==> src/gba_mem_pkg.sv <==
`default_nettype none

package gba_mem_pkg;

    // Bus data and address word
    typedef logic [31:0] word_t;

    // One write enable per byte lane
    typedef logic [3:0] byte_en_t;

    // Access size of a bus write, code 3 writes nothing
    typedef enum logic [1:0] {
        size_byte = 2'd0,
        size_half = 2'd1,
        size_word = 2'd2
    } mem_size_t;

    // Region codes in address bits 31:24
    localparam logic [7:0] region_intern  = 8'h03;
    localparam logic [7:0] region_io      = 8'h04;
    localparam logic [7:0] region_palette = 8'h05;
    localparam logic [7:0] region_vram    = 8'h06;

    // Internal RAM is 1024 words, mirrored every 4 KB
    localparam int intern_addr_bits = 10;

    // Each palette half is 128 words, bit 9 picks the object half
    localparam int palette_addr_bits = 7;

    // Single VRAM bank of 2048 words, mirrored every 8 KB
    localparam int vram_addr_bits = 11;

    // I/O register file covers offsets 0x000 to 0x20F
    localparam int io_num_regs = 132;

    // Word indices of the registers with read-only halves
    localparam int io_vcount_idx   = 1;
    localparam int io_keyinput_idx = 76;
    localparam int io_if_idx       = 128;

endpackage

`default_nettype wire

==> src/bus_front_end.sv <==
`default_nettype none

module bus_front_end
    import gba_mem_pkg::*;
(
    input  logic      clock,
    input  logic      reset,
    input  word_t     bus_addr,
    input  mem_size_t bus_size,
    input  logic      bus_write,
    output logic      bus_pause,
    output word_t     addr_lat,
    output word_t     ram_addr,
    output byte_en_t  byte_we
);

    mem_size_t size_lat;

    // Request registers, the pause flop doubles as the latched write flag
    always_ff @(posedge clock, posedge reset) begin
        if (reset) begin
            addr_lat  <= '0;
            size_lat  <= size_byte;
            bus_pause <= 1'b0;
        end else begin
            addr_lat  <= bus_addr;
            size_lat  <= bus_size;
            // A held write must not start a second pause
            bus_pause <= bus_write & ~bus_pause;
        end
    end

    // The write commits from the latched address during the pause
    assign ram_addr = bus_pause ? addr_lat : bus_addr;

    // Byte lane enables, only live in the pause cycle
    always_comb begin
        byte_we = '0;
        if (bus_pause) begin
            case (size_lat)
                size_byte: byte_we[addr_lat[1:0]] = 1'b1;
                size_half: byte_we = addr_lat[1] ? 4'b1100 : 4'b0011;
                size_word: byte_we = 4'b1111;
                default:   byte_we = '0;
            endcase
        end
    end

endmodule

`default_nettype wire

==> config.mk <==
export PLATFORM = sky130hd
export DESIGN_NAME = bus_front_end
export DESIGN_NICKNAME = d
export VERILOG_FILES = /design/src/gba_mem_pkg.sv /design/src/bus_front_end.sv
export SDC_FILE = /design/constraint.sdc
export NUM_CORES = 1
export LEC_CHECK = 0
export BUFFER_PORTS_ARGS = -buffer_cell sky130_fd_sc_hd__buf_2
export CORE_UTILIZATION = 43
export CTS_CLUSTER_DIAMETER = 40
export CTS_CLUSTER_SIZE = 14
export DETAILED_ROUTE_END_ITERATION = 16
export GPL_TIMING_DRIVEN = 0
export PLACE_DENSITY = 0.87
export SETUP_SLACK_MARGIN = 0.05
export SLEW_MARGIN = 15
export SYNTH_ARGS = -nofsm -noshare
export SYNTH_HDL_FRONTEND = slang
export SYNTH_SLANG_ARGS = --single-unit
==> constraint.sdc <==
create_clock -name clock -period 1.9 [get_ports clock]
set_input_delay 0.38 -clock clock [delete_from_list [all_inputs] [get_ports clock]]
set_output_delay 0.38 -clock clock [all_outputs]
set_load 0.02 [all_outputs]
==> flow_summary.toml, run 1 <==
[floorplanning]
die_h_um = 60.60
core_mm2 = 0.003153
die_x_um = 60.60
fp.dieArea_mm2 = 0.003672
initial_core_util_pct = 46.83
pin_count = 106
rows = 20

[timing]
period_minus_slack_ns = 1.852
tightest_slew_ns = 0.7011
setup_viol = 0
tns_ns = 0
fin_worst_skew_ns = 0
drv_slew = 0
rsz0062_at_grt = "yes"
fmax_ghz = 0.5398
holdWs_ns = 0.1531
relSlewSlack_pct = 53.19
period_share_pct = 97.49
hold_violations = 0

[detailed_routing]
drc = 0
vias = 1155
post_drt_wl_per_cell_um = 15.30
ant_nets = 0
via_per_inst = 4.714
wirelength_um = 3748
dr.pass1.iters = 4
drt_iter0_markers = 30

[place]
port_buffers = 105
hpwl_um = 2634
place.gp.congestion = 0.6731

[hold_path]
min_from = "bus_size[1]"
hp-class = "in -> reg"
hold_depth = 1
min_to = "size_lat[1]"

[worst_setup_path]
arrival_ns = 1.47
crit_fanout = 10
ff2ff_setup_slack_ns = 1.04
start_kind = "flip-flop"
rr_worst_depth = 3
required_ns = 1.52
critPathCaptureType = "output pin"
r2r-start = "bus_pause"
crit_type = "reg -> out"
r2r-end = "bus_pause"

[yosys]
synth_seq_cells = 35
ys_warn_count = 0
yosysSeqAreaShare_pct = 59.32
avgSynthCellArea_um2 = 17.17
synthesis.area_mm2 = 0.001476
ys_types = 13
syn_inst = 86
syn_nets = 123

[flow_run]
cap_viol_max_count = 0

[global_routing]
overflow = 0
first_global_vias = 1134
grt_pass1_wl_um = 4933
grt_max_degree = 36
antenna_found_initial = 0
grt_use_total_pct = 18.95

[power]
p_total_uw = 1766
p_leak_uw = 0.001222
ir_worst_vdd_mv = 0.6257
power-per-cell-area_mw_per_mm2 = 767.9

[finish]
final_common_cell = "buf_2"
layout_common_cells = "80 x buf_2, 35 x dfrtp_1, 28 x mux2_4"
drive_gt1_share_pct = 77.11
areaGrowthSynthToFinish_pct = 55.76
num_antenna_cells = 0
final_nets = 237
fillers = 223

[cts]
clock_latency_ns = 0.32
cts_tree = "yes"
root_buffer = "clkbuf_4"
numCtsBuffers = 5
htreeDepth = 2
clock_path_buffers = 2
clkTransAtPathRegs_ns = 0.10
cts.sinks = 35

[run_status]
status = "finished clean"
worst max-delay path by stage:
stage,start,cells past startpoint,end
global placement,reset,2,addr_lat[25]
CTS,bus_pause,4,ram_addr[19]
detailed placement,bus_pause,4,ram_addr[27]
global route,bus_pause,4,ram_addr[17]
floorplan,bus_pause,4,byte_we[1]
finish,bus_pause,4,ram_addr[20]
worst max-delay path: stages (launching register included):
cell	delay, ns
dfrtp_1	0.40
buf_6	0.15
buf_12	0.15
mux2_4	0.29
buf_2	0.16
synthesized netlist by cell type, drive strengths merged:
| master | n | area, µm² |
|---|---|---|
| inv | 3 | 11.26 |
| mux2 | 32 | 465.4 |
| dfrtp | 35 | 875.8 |
| o21ai | 2 | 10.01 |
| nand2b | 1 | 6.260 |
| nor2b | 1 | 6.260 |
| nand2 | 2 | 7.510 |
| buf | 4 | 66.31 |
| nor2 | 2 | 7.510 |
| a21oi | 4 | 20.02 |
where the power goes:
group	switching [µW]	total, µW	internal, µW
combinational	264	520	256
sequential	22.8	805	783
clock	223	441	218
through the flow:
step | instances | utilization, % | cell area, µm² | setup WS (ns)
after floorplan | 86 | - | 1476 | 0.2997
after global placement | 235 | 65.24 | 2057 | 0.3025
after detailed placement | 235 | 65.24 | 2057 | 0.3829
after CTS | 245 | 70.12 | 2211 | 0.01917
after global routing | 245 | 72.94 | 2300 | -0.02878
final | 245 | 72.94 | 2300 | 0.04760
final cells by class:
cell class                      count  area (µm²)  area share (%)
Inverter                            3       11.26          0.4897
Clock buffer                        8       68.82           2.992
Multi-Input combinational cell     44       535.5           23.29
Tap cell                           44       55.05           2.394
Buffer                              4       71.32           3.101
Timing Repair Buffer              107       681.9           29.65
Sequential cell                    35       875.8           38.08
state kept, by name, indices dropped and copies added, names as in the netlist:
| register | flops |
|---|---|
| addr_lat | 32 |
| size_lat | 2 |
| bus_pause | 1 |
repair_timing:
action                                  4_1_cts  5_1_grt
buffers inserted                              2        0
resized for setup                            22       29
hold buffers                                  0        0
endpoints found under the setup margin       30       35
endpoints found under the hold margin         0        0
gates cloned                                  0        0
per-layer routing:
| metal | global-route usage (%) | vias up | share of wire (%) |
|---|---|---|---|
| met5 | 0 | - | 0 |
| met1 | 18.02 | 567 | 35 |
| met3 | 6.183 | 2 | 7.0 |
| li1 | - | 523 | - |
| met2 | 36.89 | 63 | 57 |
| met4 | 7.792 | 0 | 0.72 |
logic make-up after synthesis:
family | after synthesis | synth area share (%)
mux | 32 | 31.52
compound gates | 6 | 2.034
flops | 35 | 59.32
buf+inv | 7 | 5.254
simple gates | 6 | 1.865
Note: power is estimated with default switching activity, not from simulation.
==> run 2: changes to the inputs <==
RECOVER_POWER = 100   (was not set)
==> flow_summary.toml, run 2 (synthesis results as in run 1) <==
[place]
port_buffers = 105
dp_cells = 235
place.gp.congestion = 0.6731
hpwl_um = 2634

[floorplanning]
die_h_um = 60.60
die_x_um = 60.60
initial_core_util_pct = 46.83
core_mm2 = 0.003153
fp.dieArea_mm2 = 0.003672
pin_count = 106
rows = 20

[power]
power-per-cell-area_mw_per_mm2 = 774.0
p_leak_uw = 0.001173
ir_worst_vdd_mv = 0.6286
p_total_uw = 1763

[worst_setup_path]
crit_type = "reg -> out"
critPathMaxStageDelay_ns = 0.40
required_ns = 1.52
start_kind = "flip-flop"
critPathCaptureType = "output pin"
crit_chain = "buf_6 -> buf_12 -> mux2_4 -> buf_2"
arrival_ns = 1.48
cp_slowest_cell = "dfrtp_1"
crit_fanout = 10

[timing]
hold_violations = 0
period_minus_slack_ns = 1.856
period_share_pct = 97.67
relSlewSlack_pct = 16.09
tightest_slew_ns = 1.257
rsz0062_at_grt = "yes"
fmax_ghz = 0.5389
fin_worst_skew_ns = 0
drv_slew = 0
setup_viol = 0

[cts]
cts_tree = "yes"
numCtsBuffers = 5
clkTransAtPathRegs_ns = 0.10
htreeDepth = 2
root_buffer = "clkbuf_4"
clock_latency_ns = 0.32
clock_path_buffers = 2
cts.sinks = 35

[finish]
areaGrowthSynthToFinish_pct = 54.24
drive_gt1_share_pct = 67.66
final_nets = 237
num_antenna_cells = 0
instances_no_fill = 245
final_common_cell = "buf_2"
layout_common_cells = "62 x buf_2, 35 x dfrtp_1, 28 x mux2_4"
reg_top3 = "addr_lat x32, size_lat x2, bus_pause x1"
regMostFlops = "addr_lat"
largest_reg_flops = 32

[detailed_routing]
vias = 1147
via_per_inst = 4.682
wirelength_um = 3738
drc = 0
dr.pass1.iters = 4
drt_iter0_markers = 25
post_drt_wl_per_cell_um = 15.26
ant_nets = 0

[hold_path]
hp-class = "in -> reg"

[global_routing]
grt_pass1_wl_um = 4933
grt_max_degree = 36
grt_use_total_pct = 18.95
antenna_found_initial = 0
first_global_vias = 1134
overflow = 0

[flow_run]
cap_viol_max_count = 0

[run_status]
status = "finished clean"
## run 2: cell types whose count changed in the layout (fill, tap and decap cells not counted)
cell,previous run,this run
inv_1,2,3
buf_2,80,62
inv_2,1,0
clkbuf_1,1,19
## run 2: cell type report
cell class	count	area [µm²]
plain buffers	4	71.32
clock buffers	8	68.82
fillers	232	875.8
inverters	3	11.26
multi-input cells	44	535.5
flip-flops and latches	35	875.8
well taps	44	55.05
repair buffers	107	659.4
## run 2: report_power, final
part	leakage [µW]	switching [µW]	internal (µW)
clock	0.0000386	225	218
sequential	0.000409	22.7	783
combinational	0.000726	264	250
total	0.00117	512	1250
## run 2: path summary, 6_finish.rpt
| check | startpoint | to | slack [ns] | depth (start not counted) |
|---|---|---|---|---|
| worst max-delay path | bus_pause | ram_addr[20] | 0.04 | 4 |
| worst min-delay path | bus_size[1] | size_lat[1] | 0.15 | 1 |
| worst max register to register | bus_pause | bus_pause | 1.04 | 3 |
| worst min register to register | bus_pause | bus_pause | 0.75 | 3 |
| max in group asynchronous | reset | addr_lat[5] | 0.76 | 2 |
| min in group asynchronous | reset | addr_lat[9] | 0.40 | 2 |
## run 2: repair_timing
action	in CTS	in global routing
setup buffers	2	0
hold buffers	0	0
cloned	0	0
endpoints found under the setup margin	30	35
gates resized for setup	22	29
pin swaps	0	0
## run 2: critical path, delay by kind of cell, from the launching register on
kind                   cells  cell delay [ns]
multiplexers               1             0.29
flip-flops                 1             0.40
buffers and inverters      3             0.46
## run 2: per-stage QoR
step | util [%] | hold slack, ns | setup TNS, ns | cell area (µm²) | worst slack [ns]
after global placement | 65.24 | 0.4884 | 0 | 2057 | 0.3025
after global routing | 72.22 | 0.1328 | -0.1895 | 2277 | -0.02878
after CTS | 70.12 | 0.1314 | 0 | 2211 | 0.01917
after floorplan | - | 0.4114 | 0 | 1476 | 0.2997
after detailed placement | 65.24 | 0.4905 | 0 | 2057 | 0.3829
final | 72.22 | 0.1516 | 0 | 2277 | 0.04424
## run 2: routing by layer
layer,global-route usage (%),routed length (µm),up-vias,share of wire (%)
met2,36.89,2137,63,57
met3,6.183,258,2,6.9
met1,18.02,1315,558,35
met5,0,0,-,0
li1,-,-,524,-
met4,7.792,27,0,0.72
